File: src/hw/psram_pkg.sv
package psram_pkg;

    // Device geometry
    localparam int addr_bits = 24;
    localparam int data_bits = 16;

    // Fixed access latency in memory clocks
    localparam int rw_latency_cycles = 4;
    localparam int lat_cnt_bits = $clog2(rw_latency_cycles);

    // Write-beat buffer, one full 8-word burst
    localparam int wfifo_depth = 8;
    localparam int wfifo_ptr_bits = $clog2(wfifo_depth);

    typedef logic [addr_bits-1:0] psram_addr_t;
    typedef logic [data_bits-1:0] psram_data_t;
    typedef logic [1:0] burst_code_t;
    typedef logic [3:0] beat_count_t;

    typedef struct packed {
        psram_addr_t addr;
        burst_code_t burst;
        logic        write;
    } psram_req_t;

    typedef enum logic [2:0] {
        st_idle,
        st_addr,
        st_read_wait,
        st_read_data,
        st_write_wait,
        st_write_data,
        st_finish
    } access_state_t;

    // Burst code to number of words
    function automatic beat_count_t burst_len(input burst_code_t code);
        beat_count_t len;
        case (code)
            2'd0: len = 4'd1;
            2'd1: len = 4'd2;
            2'd2: len = 4'd4;
            default: len = 4'd8;
        endcase
        return len;
    endfunction

endpackage

File: src/hw/psram_request_queue.sv
`timescale 1ns/1ps

module psram_request_queue (
    input  logic                   clk50MHz,
    input  logic                   rst_n,
    input  logic                   req_valid,
    output logic                   req_ready,
    input  psram_pkg::psram_req_t  req,
    output logic                   head_valid,
    output psram_pkg::psram_req_t  head,
    input  logic                   head_pop
);

    psram_pkg::psram_req_t entries [2];

    logic       wr_ptr;
    logic       rd_ptr;
    logic [1:0] count;
    logic       push;
    logic       pop;

    assign req_ready  = (count != 2'd2);
    assign head_valid = (count != 2'd0);
    assign head       = entries[rd_ptr];

    assign push = req_valid && req_ready;
    assign pop  = head_pop && head_valid;

    // Entry storage carries payload only
    always_ff @(posedge clk50MHz) begin
        if (push) begin
            entries[wr_ptr] <= req;
        end
    end

    always_ff @(posedge clk50MHz or negedge rst_n) begin
        if (!rst_n) begin
            wr_ptr <= 1'b0;
            rd_ptr <= 1'b0;
            count  <= 2'd0;
        end else begin
            if (push) begin
                wr_ptr <= ~wr_ptr;
            end
            if (pop) begin
                rd_ptr <= ~rd_ptr;
            end
            // Simultaneous push and pop keeps the count
            case ({push, pop})
                2'b10: count <= count + 2'd1;
                2'b01: count <= count - 2'd1;
                default: count <= count;
            endcase
        end
    end

endmodule

File: config.mk
export PLATFORM = sky130hd
export DESIGN_NAME = psram_request_queue
export DESIGN_NICKNAME = d
export VERILOG_FILES = /design/src/hw/psram_pkg.sv /design/src/hw/psram_request_queue.sv
export SDC_FILE = /design/constraint.sdc
export NUM_CORES = 1
export LEC_CHECK = 0
export BUFFER_PORTS_ARGS = -buffer_cell sky130_fd_sc_hd__buf_2
export CORE_ASPECT_RATIO = 2
export CORE_MARGIN = 3
export CORE_UTILIZATION = 35
export CTS_CLUSTER_DIAMETER = 80
export DETAILED_ROUTE_END_ITERATION = 8
export PLACE_DENSITY = 0.67
export RECOVER_POWER = 50
export SYNTH_ARGS = -nofsm -noshare
export SYNTH_HDL_FRONTEND = slang
export SYNTH_SLANG_ARGS = --single-unit
File: constraint.sdc
create_clock -name clk50MHz -period 2.3 [get_ports clk50MHz]
set_input_delay 0.345 -clock clk50MHz [delete_from_list [all_inputs] [get_ports clk50MHz]]
set_output_delay 0.345 -clock clk50MHz [all_outputs]
set_load 0.1 [all_outputs]
==> metrics.csv, run 1 <==
stage,metric,value,unit
run_status,status,finished clean,
logic_synthesis,Synth area leader,edfxtp_1,
placed_design,number of port buffers,59,
final_layout,share of cells above drive strength 1,47.7,%
worst_hold_path,Hold/Removal Path Class,input pin to flip-flop,
logic_synthesis,sequential cell area fraction in the yosys report,79.8,%
global_route,GRT Residual Overflow,0,
final_layout,Final Net Count,204,
worst_hold_path,min-delay src,req[17],
sta,count of final max-slew check failures,0,
final_layout,Layout Cell Area excl Fill,3190,sq um
cts,clk slew on worst S/H paths,0.05,ns
sta,clk_skew,0.00471,ns
setup_path,CP Class,flip-flop to primary output,
placed_design,placed cell areas,2930,sq um
floorplanning,Initial Utilization,36.9,%
logic_synthesis,Area contributors post-synth,"edfxtp_1, mux2_2, dfrtp_1, buf_6, xnor2_1",
detailed_routing,WL/cell,16.2,um
detailed_routing,DR iter-0 viols,31,
setup_path,r2r endpoint,entries[1][17],
cts,Clock Sinks,58,
global_route,GRT Total Usage,12.6,%
setup_path,WP data required,1.96,ns
sta,Final Setup Violations,0,
detailed_routing,total vias in the final route,1143,
final_layout,ANT cells,0,
setup_path,CP endpoint kind,primary output,
setup_path,CP Max Fanout,27,
cts,CTS tree,yes,
floorplanning,boundary pin count,60,
detailed_routing,Remaining DRCs,0,
floorplanning,Die Ht,117,um
logic_synthesis,Syn Nets,133,
setup_path,crit-path cells,buf_4 > mux2_2 > buf_12,
worst_hold_path,hold path cells,1,
worst_hold_path,Hold Path End,entries[0][17],
sta,setup_tns,0,ns
setup_path,Max stage delay on crit path,0.41,ns
setup_path,worst r2r src,count[0],
setup_path,"Data arrival, critical path",1.61,ns
floorplanning,Die W,61.5,um
detailed_routing,total wire length,3850,um
cts,Max clock buf depth,2,
final_layout,Area Overhead vs Synth,47.7,%
logic_synthesis,most numerous cell in the Yosys netlist,edfxtp_1,
final_layout,Non-Filler Instances,237,
sta,worst rel slew slack,52.4,%
detailed_routing,1st-pass router iterations,4,
sta,fmax,511,MHz
logic_synthesis,"EDFF count, synth",54,
setup_path,r2r setup slk,0.61,ns
logic_synthesis,Yosys top cell area share,75.1,%
placed_design,HPWL after DPL,2840,um
final_layout,FILL cells,492,
logic_synthesis,Synth Flop Type,edfxtp_1,
global_route,initial antenna violation count,0,
sta,actual slew at the worst max-slew pin,0.714,ns
logic_synthesis,syn avg cell area,21.4,sq um
sta,crit path time final,1.96,ns
setup_path,"Max stage delay cell, worst path",mux2_2,
logic_synthesis,YS warnings,0,
cts,clk_lat worst skew,0.31,ns
placed_design,placed cells,221,
global_route,vias in the first global route,1329,
logic_synthesis,library cells used by synthesis,14,
global_route,first-pass GRT wire length,6160,um
cts,H-tree levels,3,
run,max cap viols,0,
logic_synthesis,Syn Inst Count,101,
setup_path,CP Launch Type,flip-flop,
logic_synthesis,commonest cells in the netlist,"edfxtp_1, mux2_2, dfrtp_1",
floorplanning,Core ar.,5860,sq um
floorplanning,Rows,39,
sta,"Hold Vio Cnt, Final",0,
placed_design,RD Place Congestion,0.632,
logic_synthesis,mapped cell area,2160,sq um
cts,Root Driver,clkbuf_16,
floorplanning,total die area,7200,sq um
sta,Final Cycle Share,85.0,%
detailed_routing,Vias/cell,4.82,
detailed_routing,Final ANT Viol Nets,0,
setup_path,Worst Reg2Reg Path Length in Cells,3,
cts,CTS Buf Count,9,
logic_synthesis,Seq cells post-synth,58,
sta,RSZ-0062 raised after global routing,no,
logic_synthesis,ys async rst share,6.90,%
global_route,largest net degree at the start of global routing,28,
[what timing repair did]
| item | 4_1_cts | 5_1_grt |
|---|---|---|
| setup buffers | 0 | 0 |
| hold endpoints to repair | 4 | 0 |
| gates resized for setup | 0 | 0 |
| hold buffers | 1 | 0 |
[layer usage]
layer  up-vias  track usage, %  share of wire (%)
li1        535               -                  -
met1       548            10.6                 31
met2        48            22.4                 59
met3        12            4.28                5.4
met4         0            9.35                4.8
met5         -               0                  0
[final cells by class]
class / count / area (sq um) / area share (%)
Sequential cell: 58 / 1720 / 54.0
Clock buffer: 11 / 233 / 7.30
Multi-Input combinational cell: 40 / 405 / 12.7
Tap cell: 61 / 76.3 / 2.39
Clock inverter: 4 / 43.8 / 1.37
Timing Repair Buffer: 63 / 707 / 22.2
[logic make-up (layout without fill, tap and decap cells)]
logic type / after synthesis / after routing / synth area share [%]
and+or+nand+nor: 7 / 7 / 1.80
muxes: 27 / 27 / 14.3
xor gates and xnor gates: 5 / 5 / 2.03
adders and majority gates: 1 / 1 / 0.580
buffers and inverters: 3 / 78 / 1.57
DFF: 58 / 58 / 79.8
[critical path: cells and delay by family, from the launching register on]
family                 cells  cell delay [ns]
muxes                      1             0.41
DFF                        1             0.35
buffers and inverters      2             0.51
[stage by stage]
| step | setup WS, ns | util, % | hold WS, ns |
|---|---|---|---|
| after floorplan | 0.0731 | - | 0.0494 |
| after global placement | 0.688 | 50.0 | 0.148 |
| after detailed placement | 0.629 | 50.0 | 0.158 |
| after CTS | 0.296 | 54.9 | 0.212 |
| after global routing | 0.244 | 54.4 | 0.212 |
| final | 0.344 | 54.4 | 0.223 |
[state kept, by name, summed over array words and instances (netlist names)]
register  flops
count         2
wr_ptr        1
entries      54
rd_ptr        1
[placed cells by master (no fill, tap or decap), types with 2 or more instances in the layout]
cell       instances
edfxtp_1          54
buf_12            27
mux2_2            26
clkbuf_1          21
buf_2             13
clkbuf_16          9
dfrtp_1            4
xnor2_1            3
xor2_1             2
clkinv_2           2
buf_4              2
[worst max-delay path by stage]
| stage | from | to | slack, ns |
|---|---|---|---|
| detailed placement | rd_ptr | head[17] | 0.63 |
| floorplan | count[0] | entries[0][0] | 0.07 |
| global placement | rd_ptr | head[25] | 0.69 |
| finish | rd_ptr | head[25] | 0.34 |
| global route | rd_ptr | head[17] | 0.24 |
| CTS | rd_ptr | head[17] | 0.30 |
Power of run 1 is not shown: default switching activity piles up to over one toggle a cycle in this logic, so the estimate is an artifact.
==> run 2: changes to the inputs <==
--- a/config.mk
+++ b/config.mk
@@ -12,5 +12,5 @@
 export CTS_CLUSTER_DIAMETER = 80
 export DETAILED_ROUTE_END_ITERATION = 8
-export PLACE_DENSITY = 0.67
+export PLACE_DENSITY = 0.57
 export RECOVER_POWER = 50
 export SYNTH_ARGS = -nofsm -noshare
==> constraint.sdc (replaced) <==
create_clock -name clk50MHz -period 2.3 [get_ports clk50MHz]
set_input_delay 0.23 -clock clk50MHz [delete_from_list [all_inputs] [get_ports clk50MHz]]
set_output_delay 0.23 -clock clk50MHz [all_outputs]
set_load 0.1 [all_outputs]
==> run 2 against run 1 <==
Compared with the run above:
- setup slack lost 0.0016 ns
- worst hold slack got worse by 0.12 ns
- sequential share of layout area increased by 0.13 points
- maximum frequency about the same
- cell area down 0.24%
- global-route usage shrank 0.18 points
- clock skew shrank 0.0015 ns
- non-clock buffer count is the same
==> metrics.csv, run 2 (synthesis results as in run 1) <==
stage,metric,value,unit,change
setup_path,CP Class,flip-flop to primary output,,unchanged
sta,worst rel slew slack,52.7,%,was 52.4%
setup_path,Buf/Inv on CP,2,,unchanged
detailed_routing,total wire length,3900,um,was 3850 um
detailed_routing,total vias in the final route,1140,,was 1143
sta,clk_skew,0.00326,ns,was 0.00471 ns
sta,actual slew at the worst max-slew pin,0.709,ns,was 0.714 ns
detailed_routing,Vias/cell,4.79,,was 4.82
final_layout,FILL cells,476,,was 492
cts,Clock Sinks,58,,unchanged
detailed_routing,WL/cell,16.4,um,was 16.2 um
run,max cap viols,0,,unchanged
final_layout,"commonest non-fill, non-tap cells in the layout","edfxtp_1, buf_12, mux2_2, clkbuf_1, buf_2",,unchanged
floorplanning,total die area,7200,sq um,unchanged
cts,Resize count post-CTS,0,,unchanged
sta,Final Cycle Share,85.1,%,was 85.0%
final_layout,share of cells above drive strength 1,49.7,%,was 47.7%
setup_path,critical path's top delay family,buffers and inverters,,unchanged
floorplanning,Die W,61.5,um,unchanged
setup_path,WP data required,2.07,ns,was 1.96 ns
final_layout,biggest regs,"entries x54, count x2",,unchanged
run_status,status,finished clean,,unchanged
setup_path,CP endpoint kind,primary output,,unchanged
cts,post-CTS setup buffers,0,,unchanged
global_route,first-pass GRT wire length,5980,um,was 6160 um
cts,Max clock buf depth,2,,unchanged
cts,H-tree levels,3,,unchanged
sta,RSZ-0062 raised after global routing,no,,unchanged
final_layout,Non-Filler Instances,238,,was 237
floorplanning,Die Ht,117,um,unchanged
setup_path,"Data arrival, critical path",1.73,ns,was 1.61 ns
placed_design,HPWL after DPL,2760,um,was 2840 um
final_layout,ANT cells,0,,unchanged
global_route,largest net degree at the start of global routing,28,,unchanged
global_route,initial antenna violation count,0,,unchanged
sta,setup_tns,0,ns,unchanged
placed_design,"worst slack, placed",0.655,ns,was 0.629 ns
sta,Final Setup Violations,0,,unchanged
cts,CTS Buf Count,9,,unchanged
setup_path,crit-path cells,buf_4 > mux2_2 > buf_12,,unchanged
final_layout,"Most flops, register",entries,,unchanged
detailed_routing,DR iter-0 viols,13,,was 31
final_layout,max reg flops,54,,unchanged
setup_path,"Max stage delay cell, worst path",dfrtp_1,,was mux2_2
global_route,GRT Residual Overflow,0,,unchanged
placed_design,RD Place Congestion,0.655,,was 0.632
floorplanning,Initial Utilization,36.9,%,unchanged
final_layout,Area Overhead vs Synth,47.3,%,was 47.7%
cts,clk_lat worst skew,0.32,ns,was 0.31 ns
placed_design,number of port buffers,59,,unchanged
cts,clk slew on worst S/H paths,0.05,ns,about the same
detailed_routing,Final ANT Viol Nets,0,,unchanged
cts,CTS tree,yes,,unchanged
global_route,vias in the first global route,1272,,was 1329
floorplanning,Core ar.,5860,sq um,unchanged
setup_path,CP Launch Type,flip-flop,,unchanged
sta,PnR worst setup slack,0.343,ns,was 0.344 ns
final_layout,"most common cell after layout, fill and taps aside",edfxtp_1,,unchanged
floorplanning,Rows,39,,unchanged
global_route,GRT Total Usage,12.4,%,was 12.6%
detailed_routing,1st-pass router iterations,4,,unchanged
placed_design,placed cell areas,2930,sq um,unchanged
detailed_routing,Remaining DRCs,0,,unchanged
setup_path,Max stage delay on crit path,0.46,ns,was 0.41 ns
cts,Root Driver,clkbuf_16,,unchanged
worst_hold_path,Hold/Removal Path Class,input pin to flip-flop,,unchanged
sta,"Hold Vio Cnt, Final",0,,unchanged
final_layout,Final Net Count,204,,unchanged
final_layout,Layout Cell Area excl Fill,3180,sq um,was 3190 sq um
setup_path,CP Max Fanout,23,,was 27
sta,crit path time final,1.96,ns,about the same
placed_design,placed cells,221,,unchanged
sta,count of final max-slew check failures,0,,unchanged
floorplanning,boundary pin count,60,,unchanged
sta,fmax,511,MHz,about the same
==> run 2: changes by cell type in the layout (fill, tap and decap cells not counted), sizes merged <==
| cell | previous run | this run |
|---|---|---|
| clkbuf | 31 | 30 |
| buf | 42 | 45 |
| bufinv | 1 | 0 |
==> run 2: worst paths after layout <==
| kind | startpoint | end | slack [ns] | depth (start not counted) |
|---|---|---|---|---|
| setup reg to reg | count[0] | entries[1][14] | 0.64 | 3 |
| min in group asynchronous | rst_n | count[0] | 0.30 | 2 |
| hold / removal | req[20] | entries[1][20] | 0.1 | 1 |
| setup / recovery | rd_ptr | head[26] | 0.34 | 3 |
| max in group asynchronous | rst_n | rd_ptr | 1.80 | 2 |
| hold reg to reg | count[1] | count[1] | 0.50 | 1 |
==> run 2: routing by layer <==
metal | global-route usage, % | part of all wire, % | vias to the layer above
met4 | 9.77 | 3.3 | 0
met5 | 0 | 0 | -
met3 | 4.17 | 5.4 | 12
met1 | 11.9 | 34 | 554
met2 | 20.5 | 57 | 42
li1 | - | - | 532
==> run 2: worst reg2reg max path, delay by kind of cell, from the launching register on <==
kind          cells  cell delay, ns
buf+inv           1            0.56
simple gates      2            0.31
flops             1            0.40
==> run 2: stage by stage <==
step                      utilization, %  hold WS [ns]
after floorplan                        -       -0.0656
after global placement              50.0        0.0411
after detailed placement            50.0        0.0438
after CTS                           54.7        0.0850
after global routing                54.3        0.0868
final                               54.3        0.0984
==> run 2: cell type report <==
type / count / area [sq um] / share of cell area [%]
well taps: 61 / 76.3 / 2.40
multi-input cells: 40 / 405 / 12.8
flip-flops and latches: 58 / 1720 / 54.2
clock buffers: 13 / 250 / 7.87
repair buffers: 63 / 711 / 22.4
clock inverters: 3 / 15.0 / 0.472
==> run 2: repair_timing <==
action | in CTS | in global routing
setup endpoints to repair | 0 | 0
hold endpoints to repair | 4 | 0
hold buffers | 1 | 0
Power of run 2 is left out for the same reason.
