[config.mk]
export PLATFORM = sky130hd
export DESIGN_NAME = psram_access_fsm
export DESIGN_NICKNAME = d
export VERILOG_FILES = /design/src/hw/psram_pkg.sv /design/src/hw/psram_access_fsm.sv
export SDC_FILE = /design/constraint.sdc
export NUM_CORES = 1
export LEC_CHECK = 0
export BUFFER_PORTS_ARGS = -buffer_cell sky130_fd_sc_hd__buf_2
export CAP_MARGIN = 15
export CORE_MARGIN = 4
export CORE_UTILIZATION = 47
export CTS_CLUSTER_DIAMETER = 30
export DETAILED_ROUTE_END_ITERATION = 12
export MAX_ROUTING_LAYER = met4
export PLACE_DENSITY_LB_ADDON = 0.2
export SLEW_MARGIN = 25
export SYNTH_ARGS = -nofsm -noshare
export SYNTH_HDL_FRONTEND = slang
export SYNTH_SLANG_ARGS = --single-unit
[constraint.sdc]
create_clock -name clk50MHz -period 2.3 [get_ports clk50MHz]
set_clock_uncertainty 0.05 [all_clocks]
set_input_delay 0.115 -clock clk50MHz [delete_from_list [all_inputs] [get_ports clk50MHz]]
set_output_delay 0.115 -clock clk50MHz [all_outputs]
set_load 0.02 [all_outputs]
[src/hw/psram_pkg.sv]
package psram_pkg;

    // Device geometry
    localparam int addr_bits = 24;
    localparam int data_bits = 16;

    // Fixed access latency in memory clocks
    localparam int rw_latency_cycles = 4;
    localparam int lat_cnt_bits = $clog2(rw_latency_cycles);

    // Write-beat buffer, one full 8-word burst
    localparam int wfifo_depth = 8;
    localparam int wfifo_ptr_bits = $clog2(wfifo_depth);

    typedef logic [addr_bits-1:0] psram_addr_t;
    typedef logic [data_bits-1:0] psram_data_t;
    typedef logic [1:0] burst_code_t;
    typedef logic [3:0] beat_count_t;

    typedef struct packed {
        psram_addr_t addr;
        burst_code_t burst;
        logic        write;
    } psram_req_t;

    typedef enum logic [2:0] {
        st_idle,
        st_addr,
        st_read_wait,
        st_read_data,
        st_write_wait,
        st_write_data,
        st_finish
    } access_state_t;

    // Burst code to number of words
    function automatic beat_count_t burst_len(input burst_code_t code);
        beat_count_t len;
        case (code)
            2'd0: len = 4'd1;
            2'd1: len = 4'd2;
            2'd2: len = 4'd4;
            default: len = 4'd8;
        endcase
        return len;
    endfunction

endpackage

[src/hw/psram_access_fsm.sv]
`timescale 1ns/1ps

module psram_access_fsm (
    input  logic                    clk50MHz,
    input  logic                    rst_n,
    input  logic                    head_valid,
    input  psram_pkg::psram_req_t   head,
    output logic                    head_pop,
    input  psram_pkg::beat_count_t  wfifo_level,
    output logic                    wbeat_take,
    output logic                    bus_drive,
    output logic                    rbeat_capture,
    output logic                    done,
    output psram_pkg::psram_addr_t  maddr,
    output logic                    mce_n,
    output logic                    madv_n,
    output logic                    moe_n,
    output logic                    mwe_n,
    output logic                    mclk
);

    psram_pkg::access_state_t state;
    psram_pkg::access_state_t next_state;

    psram_pkg::psram_req_t req_q;

    logic [psram_pkg::lat_cnt_bits-1:0] lat_cnt;
    psram_pkg::beat_count_t             beat_cnt;
    psram_pkg::beat_count_t             beat_last;

    logic lat_done;
    logic beat_done;
    logic head_ready;
    logic in_wait;
    logic in_data;
    logic active;
    logic mclk_en;

    // A write starts only once its whole burst sits in the write FIFO
    assign head_ready = !head.write || (wfifo_level >= psram_pkg::burst_len(head.burst));
    assign head_pop   = (state == psram_pkg::st_idle) && head_valid && head_ready;

    assign in_wait = (state == psram_pkg::st_read_wait) || (state == psram_pkg::st_write_wait);
    assign in_data = (state == psram_pkg::st_read_data) || (state == psram_pkg::st_write_data);
    assign active  = (state == psram_pkg::st_addr) || in_wait || in_data;

    assign beat_last = psram_pkg::burst_len(req_q.burst) - 4'd1;
    assign lat_done  = (lat_cnt == psram_pkg::lat_cnt_bits'(psram_pkg::rw_latency_cycles - 1));
    assign beat_done = (beat_cnt == beat_last);

    // Latched request for the running access
    always_ff @(posedge clk50MHz) begin
        if (head_pop) begin
            req_q <= head;
        end
    end

    always_ff @(posedge clk50MHz or negedge rst_n) begin
        if (!rst_n) begin
            state    <= psram_pkg::st_idle;
            lat_cnt  <= '0;
            beat_cnt <= '0;
        end else begin
            state <= next_state;
            // Counters run only in their own phase and clear otherwise
            if (in_wait) begin
                lat_cnt <= lat_cnt + 1'b1;
            end else begin
                lat_cnt <= '0;
            end
            if (in_data) begin
                beat_cnt <= beat_cnt + 4'd1;
            end else begin
                beat_cnt <= '0;
            end
        end
    end

    always_comb begin
        next_state = state;
        case (state)
            psram_pkg::st_idle: begin
                if (head_pop) begin
                    next_state = psram_pkg::st_addr;
                end
            end
            psram_pkg::st_addr: begin
                if (req_q.write) begin
                    next_state = psram_pkg::st_write_wait;
                end else begin
                    next_state = psram_pkg::st_read_wait;
                end
            end
            psram_pkg::st_read_wait: begin
                if (lat_done) begin
                    next_state = psram_pkg::st_read_data;
                end
            end
            psram_pkg::st_write_wait: begin
                if (lat_done) begin
                    next_state = psram_pkg::st_write_data;
                end
            end
            psram_pkg::st_read_data,
            psram_pkg::st_write_data: begin
                if (beat_done) begin
                    next_state = psram_pkg::st_finish;
                end
            end
            psram_pkg::st_finish: begin
                next_state = psram_pkg::st_idle;
            end
            default: begin
                next_state = psram_pkg::st_idle;
            end
        endcase
    end

    // Device control pins are all active low
    always_comb begin
        mce_n  = !active;
        madv_n = (state != psram_pkg::st_addr);
        moe_n  = (state != psram_pkg::st_read_data);
        mwe_n  = !(req_q.write && active);
    end

    assign wbeat_take    = (state == psram_pkg::st_write_data);
    assign bus_drive     = (state == psram_pkg::st_write_data);
    assign rbeat_capture = (state == psram_pkg::st_read_data);
    assign done          = (state == psram_pkg::st_finish);

    // Device bursts count addresses internally
    assign maddr = req_q.addr;

    // Gate enable changes while clk50MHz is low so mclk never glitches
    always_ff @(negedge clk50MHz or negedge rst_n) begin
        if (!rst_n) begin
            mclk_en <= 1'b0;
        end else begin
            mclk_en <= active;
        end
    end

    assign mclk = clk50MHz & mclk_en;

endmodule

==> metrics, run 1 <==
crit path capture=mclk; Worst slew margin=76.3%; final count of hold timing violations=0; synth unique cells=31; CP startpoint=mclk_en; vias per cell=4.52; first-pass GRT wire length=4960 µm; Final WS setup=-72.2 ps; crit start category=register; area of the multi-input gates=382 µm²; Seq/Total Area, Yosys=64.2%; Die Wd=67.3 µm; Setup TNS Final=-72.2 ps; Worst Setup End Kind=primary output; mux cell area share after synthesis=0%; DRT Pass-1 Iters=4; crit-path cells=and2_4, buf_6; Synth Warn #=0; Final GP Congestion=0.810; fraction of layout cells with a size suffix above 1=41.3%; post-DP HPWL=2160 µm; First DRT Iteration DRCs=37; Initial Util=49.1%; Die Y-Extent=67.3 µm; vias in the first global route=1183; critical path class=reg2out; simple-gate share of the synthesized area=10.7%; Hold Path Class=in2async; Total Wirelength=3120 µm; Required @ worst endpoint=2130 ps; Ports=68; Post-Synthesis Net Count=165; largest family of logic cells by synthesized area=buffers and inverters; Fillers=269; Power Internal=1.48 mW; Pwr Density=963 nW/µm²; worst-path fanout max=1; net switching power=714 µW; setup violators final=2; fin nets=247; failing checks=negative setup slack; FF-to-FF End=mclk_en; Critical Path AT=2210 ps; number of diodes=0; Final Max Tran Viols=0; final core utilization=67.8%; # Post-CTS Setup Buffers=0; Max-cap violations=0; FF-to-FF setup slack=170 ps; Vias=1147; DRC viols=0; FF/Latch Area=1060 µm²; unrepaired setup endpoints after global routing=true; CTS clk-pin slew, worst paths=100 ps; grt ovf=0; Leak=1.05 nW; Compound-Gate Fraction of Synth Area=5.08%; Placeable Area=3360 µm²; Synth Register Bits=37; combinational share of power=31.9%; initial antenna violation count=0; CP max stage delay=390 ps; adder-cell share of the synthesized area=4.55%; mean routed wirelength per cell=12.3 µm; Mapped Area=1650 µm²; clock network power share=25.6%; sequential power share=42.5%; Worst path slowest cell=dfrtn_1; Post-Synth XOR/XNOR Area=2.12%; Sw Ratio=32.5%; VDD IR max=0.525 mV; CTS tree=yes; worst slew pin tran=355 ps; # rows=21; remaining antenna violation count after routing=0; reg-to-reg startpoint=state[1]; Cells after Synth=125; gr usage total=15.9%; port bufs=67; clk_lat worst skew=430 ps; worst r2r path cells=2; die area=4530 µm²; largest net degree at the start of global routing=19; Final Power=2.19 mW; status=finished with violations; Avg Synthesized Cell Area=13.2 µm²; Area growth syn-to-layout=38.0%
[cell type report]
| class | count | share of cell area (%) |
|---|---|---|
| Sequential cell | 37 | 46.5 |
| Timing Repair Buffer | 99 | 28.6 |
| Tap cell | 46 | 2.52 |
| Multi-Input combinational cell | 55 | 16.7 |
| Clock buffer | 10 | 3.29 |
| Clock inverter | 2 | 1.48 |
| Inverter | 5 | 0.823 |
[per-layer routing]
layer / global-route usage (%) / share of wire, % / up-vias
met4: 9.37 / 1.4 / 0
met1: 14.7 / 36 / 521
li1: - / - / 578
met5: - / 0 / -
met2: 27.9 / 54 / 42
met3: 5.99 / 8.5 / 6
[per-stage QoR]
stage | setup WS (ps) | hold slack [ps] | cells | cell area, µm²
detailed placement | 186 | -57.8 | 215 | 1880
global placement | 258 | -64.6 | 215 | 1880
finish | -72.2 | 10.2 | 254 | 2280
floorplan | 89.2 | -231 | 125 | 1650
CTS | -86.7 | 1.14 | 254 | 2270
global route | -117 | 0.370 | 254 | 2280
[power by group through the flow]
stage                     combinational, mW  sequential [mW]  clock [mW]
final                                 0.700            0.932       0.563
after floorplan                       0.521            0.933      0.0301
after detailed placement              0.658            0.945      0.0417
after global placement                0.646            0.938      0.0417
after CTS                             0.699            0.931       0.582
after global routing                  0.779            0.944       0.626
[Yosys cell counts]
cell type	count	area share, %
a211oi_1	1	0.45
xnor2_1	2	1.1
and4_4	1	0.68
o211a_1	1	0.61
o31ai_1	1	0.45
nor3b_1	3	1.4
inv_1	5	1.1
o21ai_0	1	0.30
and3_1	2	0.76
o32ai_1	1	0.53
clkbuf_1	1	0.23
nor3_1	3	0.91
xor2_1	2	1.1
ha_1	6	4.5
nand2_1	9	2.0
nor4bb_1	1	0.61
a21oi_1	4	1.2
dfrtn_1	1	1.5
nor4b_1	1	0.53
a211o_1	1	0.53
buf_2	2	0.61
a21o_2	1	0.53
buf_4	25	11
nor2b_1	1	0.38
and2_1	1	0.38
edfxtp_1	27	49
nand3_1	1	0.30
a22oi_1	1	0.45
dfrtp_1	9	14
nand2b_1	3	1.1
nor2_1	7	1.6
[sequential cells by signal, summed over array words and instances (netlist names)]
register / cells
req_q: 3
mclk_en: 1
lat_cnt: 2
maddr: 24
beat_cnt: 4
state: 3
[cells by family after synthesis]
logic type / count (synthesis)
AO/OA/AOI/OAI: 12
buffers and inverters: 33
flip-flops: 37
AND/OR/NAND/NOR: 33
adder cells (fa/ha/maj): 6
XOR/XNOR: 4
[worst max-delay path, delay by kind of cell, from the launching register on]
kind	cells	cell delay [ps]
buffers and inverters	1	100
flip-flops	1	390
AND/OR/NAND/NOR	1	130
[layout by cell type, fill, tap and decap left out]
| cell type | n |
|---|---|
| and3_1 | 2 |
| nand3_1 | 1 |
| clkbuf_4 | 8 |
| o21ai_0 | 1 |
| o211a_1 | 1 |
| and2_4 | 1 |
| clkinv_1 | 1 |
| xnor2_1 | 2 |
| a22oi_1 | 1 |
| xor2_1 | 2 |
| and4_4 | 1 |
| nor2_1 | 7 |
| nor3_1 | 3 |
| nor2b_1 | 1 |
| dlygate4sd3_1 | 28 |
| a21o_2 | 1 |
| buf_6 | 2 |
| ha_1 | 6 |
| edfxtp_1 | 27 |
| o32ai_1 | 1 |
| nand2b_1 | 3 |
| a21oi_1 | 3 |
| dfrtn_1 | 1 |
| dfrtp_1 | 9 |
| buf_4 | 4 |
| nor4bb_1 | 1 |
| nand2_1 | 9 |
| nor3b_1 | 3 |
| a211o_1 | 1 |
| a211oi_2 | 1 |
| buf_2 | 66 |
| a21oi_2 | 1 |
| o31ai_1 | 1 |
| bufinv_16 | 1 |
| clkbuf_1 | 1 |
| inv_1 | 5 |
| nor4b_1 | 1 |
[worst min path at each step]
stage                  endpoint  cells after the start  startpoint
detailed placement     state[2]                      1       rst_n
CTS                 beat_cnt[2]                      2       rst_n
global placement    beat_cnt[0]                      1       rst_n
finish                 state[0]                      2       rst_n
global route        beat_cnt[0]                      2       rst_n
floorplan           beat_cnt[0]                      0       rst_n
[what timing repair did]
action | in CTS | in global routing
gates resized for setup | 3 | 3
hold endpoints to repair | 36 | 0
hold buffers | 28 | 0
gates cloned | 0 | 0
endpoints found under the setup margin | 2 | 3
pin swaps | 0 | 1
(Power assumes the default switching activity.)
==> inputs of run 2 (changes only) <==
--- a/config.mk
+++ b/config.mk
@@ -7,12 +7,13 @@
 export LEC_CHECK = 0
 export BUFFER_PORTS_ARGS = -buffer_cell sky130_fd_sc_hd__buf_2
 export CAP_MARGIN = 15
-export CORE_MARGIN = 4
+export CORE_MARGIN = 5
 export CORE_UTILIZATION = 47
 export CTS_CLUSTER_DIAMETER = 30
 export DETAILED_ROUTE_END_ITERATION = 12
 export MAX_ROUTING_LAYER = met4
 export PLACE_DENSITY_LB_ADDON = 0.2
+export SETUP_SLACK_MARGIN = 0.02
 export SLEW_MARGIN = 25
 export SYNTH_ARGS = -nofsm -noshare
 export SYNTH_HDL_FRONTEND = slang
==> run 2 against run 1 <==
Effect of this change:
- the flow still finishes with violations (negative setup slack)
- sequential share of layout area up 0.33 points
- cell area decreased by 0.71%
- worst hold slack better by 32 ps
- critical path type unchanged
- largest power group unchanged
- highest routed layer unchanged
==> metrics, run 2 (synthesis gave the netlist of run 1 again) <==
fraction of layout cells with a size suffix above 1=40.5% (was 41.3%); Area growth syn-to-layout=37.0% (was 38.0%); crit start category=register (unchanged); Finished Cell Area=2260 µm² (was 2280 µm²); remaining antenna violation count after routing=0 (unchanged); # Post-CTS Setup Buffers=0 (unchanged); hold depth=3; critical path class=reg2out (unchanged); Final Power=2.09 mW (was 2.19 mW); vias in the first global route=1213 (was 1183); number of diodes=0 (unchanged); Initial Util=49.1% (unchanged); post-DP HPWL=2350 µm (was 2160 µm); Final Max Tran Viols=0 (unchanged); final count of hold timing violations=0 (unchanged); worst r2r path cells=2 (unchanged); worst-path fanout max=1 (unchanged); vias per cell=4.67 (was 4.52); unrepaired setup endpoints after global routing=true (unchanged); worst slew pin tran=316 ps (was 355 ps); grt ovf=0 (unchanged); area of the multi-input gates=373 µm² (was 382 µm²); First DRT Iteration DRCs=54 (was 37); max reg flops=24 (unchanged); gr usage total=15.7% (was 15.9%); setup violators final=2 (unchanged); port bufs=67 (unchanged); die area=4800 µm² (was 4530 µm²); Hold Path Class=in2reg (was in2async); Max-cap violations=0 (unchanged); fin nets=249 (was 247); status=finished with violations (unchanged); mean routed wirelength per cell=13.0 µm (was 12.3 µm); Leak=1.05 nW (about the same); Placeable Area=3360 µm² (unchanged); commonest non-fill, non-tap cell in the layout=buf_2 (unchanged); Final GP Congestion=0.913 (was 0.810); DRT Pass-1 Iters=4 (unchanged); Die Wd=69.3 µm (was 67.3 µm); CTS clk-pin slew, worst paths=100 ps (about the same); clk_lat worst skew=440 ps (was 430 ps); Worst slew margin=78.9% (was 76.3%); dpl cell area=1880 µm² (unchanged); Pwr Density=923 nW/µm² (was 963 nW/µm²); Setup TNS Final=-81.4 ps (was -72.2 ps); FF/Latch Area=1060 µm² (unchanged); largest net degree at the start of global routing=15 (was 19); VDD IR max=0.463 mV (was 0.525 mV); CTS tree=yes (unchanged); Final WS setup=-81.4 ps (was -72.2 ps); most frequent cells in the layout=buf_2 (66), dlygate4sd3_1 (30), edfxtp_1 (27) (was buf_2 (66), dlygate4sd3_1 (28), edfxtp_1 (27)); Required @ worst endpoint=2130 ps (about the same); Total Wirelength=3330 µm (was 3120 µm); initial antenna violation count=0 (unchanged); Critical Path AT=2220 ps (was 2210 ps); Ports=68 (unchanged); Die Y-Extent=69.3 µm (was 67.3 µm); # rows=21 (unchanged); Worst Setup End Kind=primary output (unchanged); failing checks=negative setup slack (unchanged); Fillers=278 (was 269); DRC viols=0 (unchanged); Vias=1196 (was 1147); first-pass GRT wire length=5530 µm (was 4960 µm)
run 2: cell types whose count changed in the layout (fill, tap and decap cells not counted), sizes merged:
cell and change:
dlygate4sd3 +2, bufinv -1, clkinv +1
run 2: critical path: stages (launching register included):
cell and delay, ps:
dfrtn_1 390, and2_4 130, buf_6 110
run 2: report_power, final:
group	internal, mW	switching (mW)
Sequential	0.879	0.0503
Clock	0.219	0.241
Combinational	0.272	0.430
Total	1.37	0.721
run 2: layer usage:
metal | routed length, µm | track usage (%) | vias to the layer above
li1 | - | - | 580
met1 | 1160 | 14.3 | 553
met2 | 1830 | 26.1 | 56
met3 | 278 | 7.97 | 7
met4 | 65 | 9.11 | 0
met5 | 0 | - | -
run 2: layout make-up:
class | instances | area share, %
sequential | 37 | 46.9
timing repair buffer | 101 | 29.5
multi-input combinational | 55 | 16.5
clock buffer | 10 | 3.32
tap | 46 | 2.54
inverter | 5 | 0.829
clock inverter | 2 | 0.442
run 2: through the flow:
stage,worst slack (ps),hold slack (ps),cells,utilization [%]
final,-81.4,41.7,256,67.3
after global routing,-139,26.3,256,67.3
after CTS,-94.6,19.0,256,67.3
after detailed placement,245,-58.9,215,55.9
after global placement,260,-61.4,215,55.9
after floorplan,89.2,-231,125,-
run 2: worst paths after layout:
kind | from | end | slack (ps)
setup / recovery | mclk_en | mclk | -80
hold / removal | head_valid | state[0] | 40
setup reg to reg | state[0] | mclk_en | 240
hold reg to reg | lat_cnt[0] | lat_cnt[0] | 410
max in group asynchronous | rst_n | mclk_en | 430
min in group asynchronous | rst_n | state[2] | 540
run 2: what timing repair did:
item	CTS	global route
setup endpoints to repair	2	2
hold buffers	30	0
gates resized for setup	3	0
hold endpoints to repair	36	0
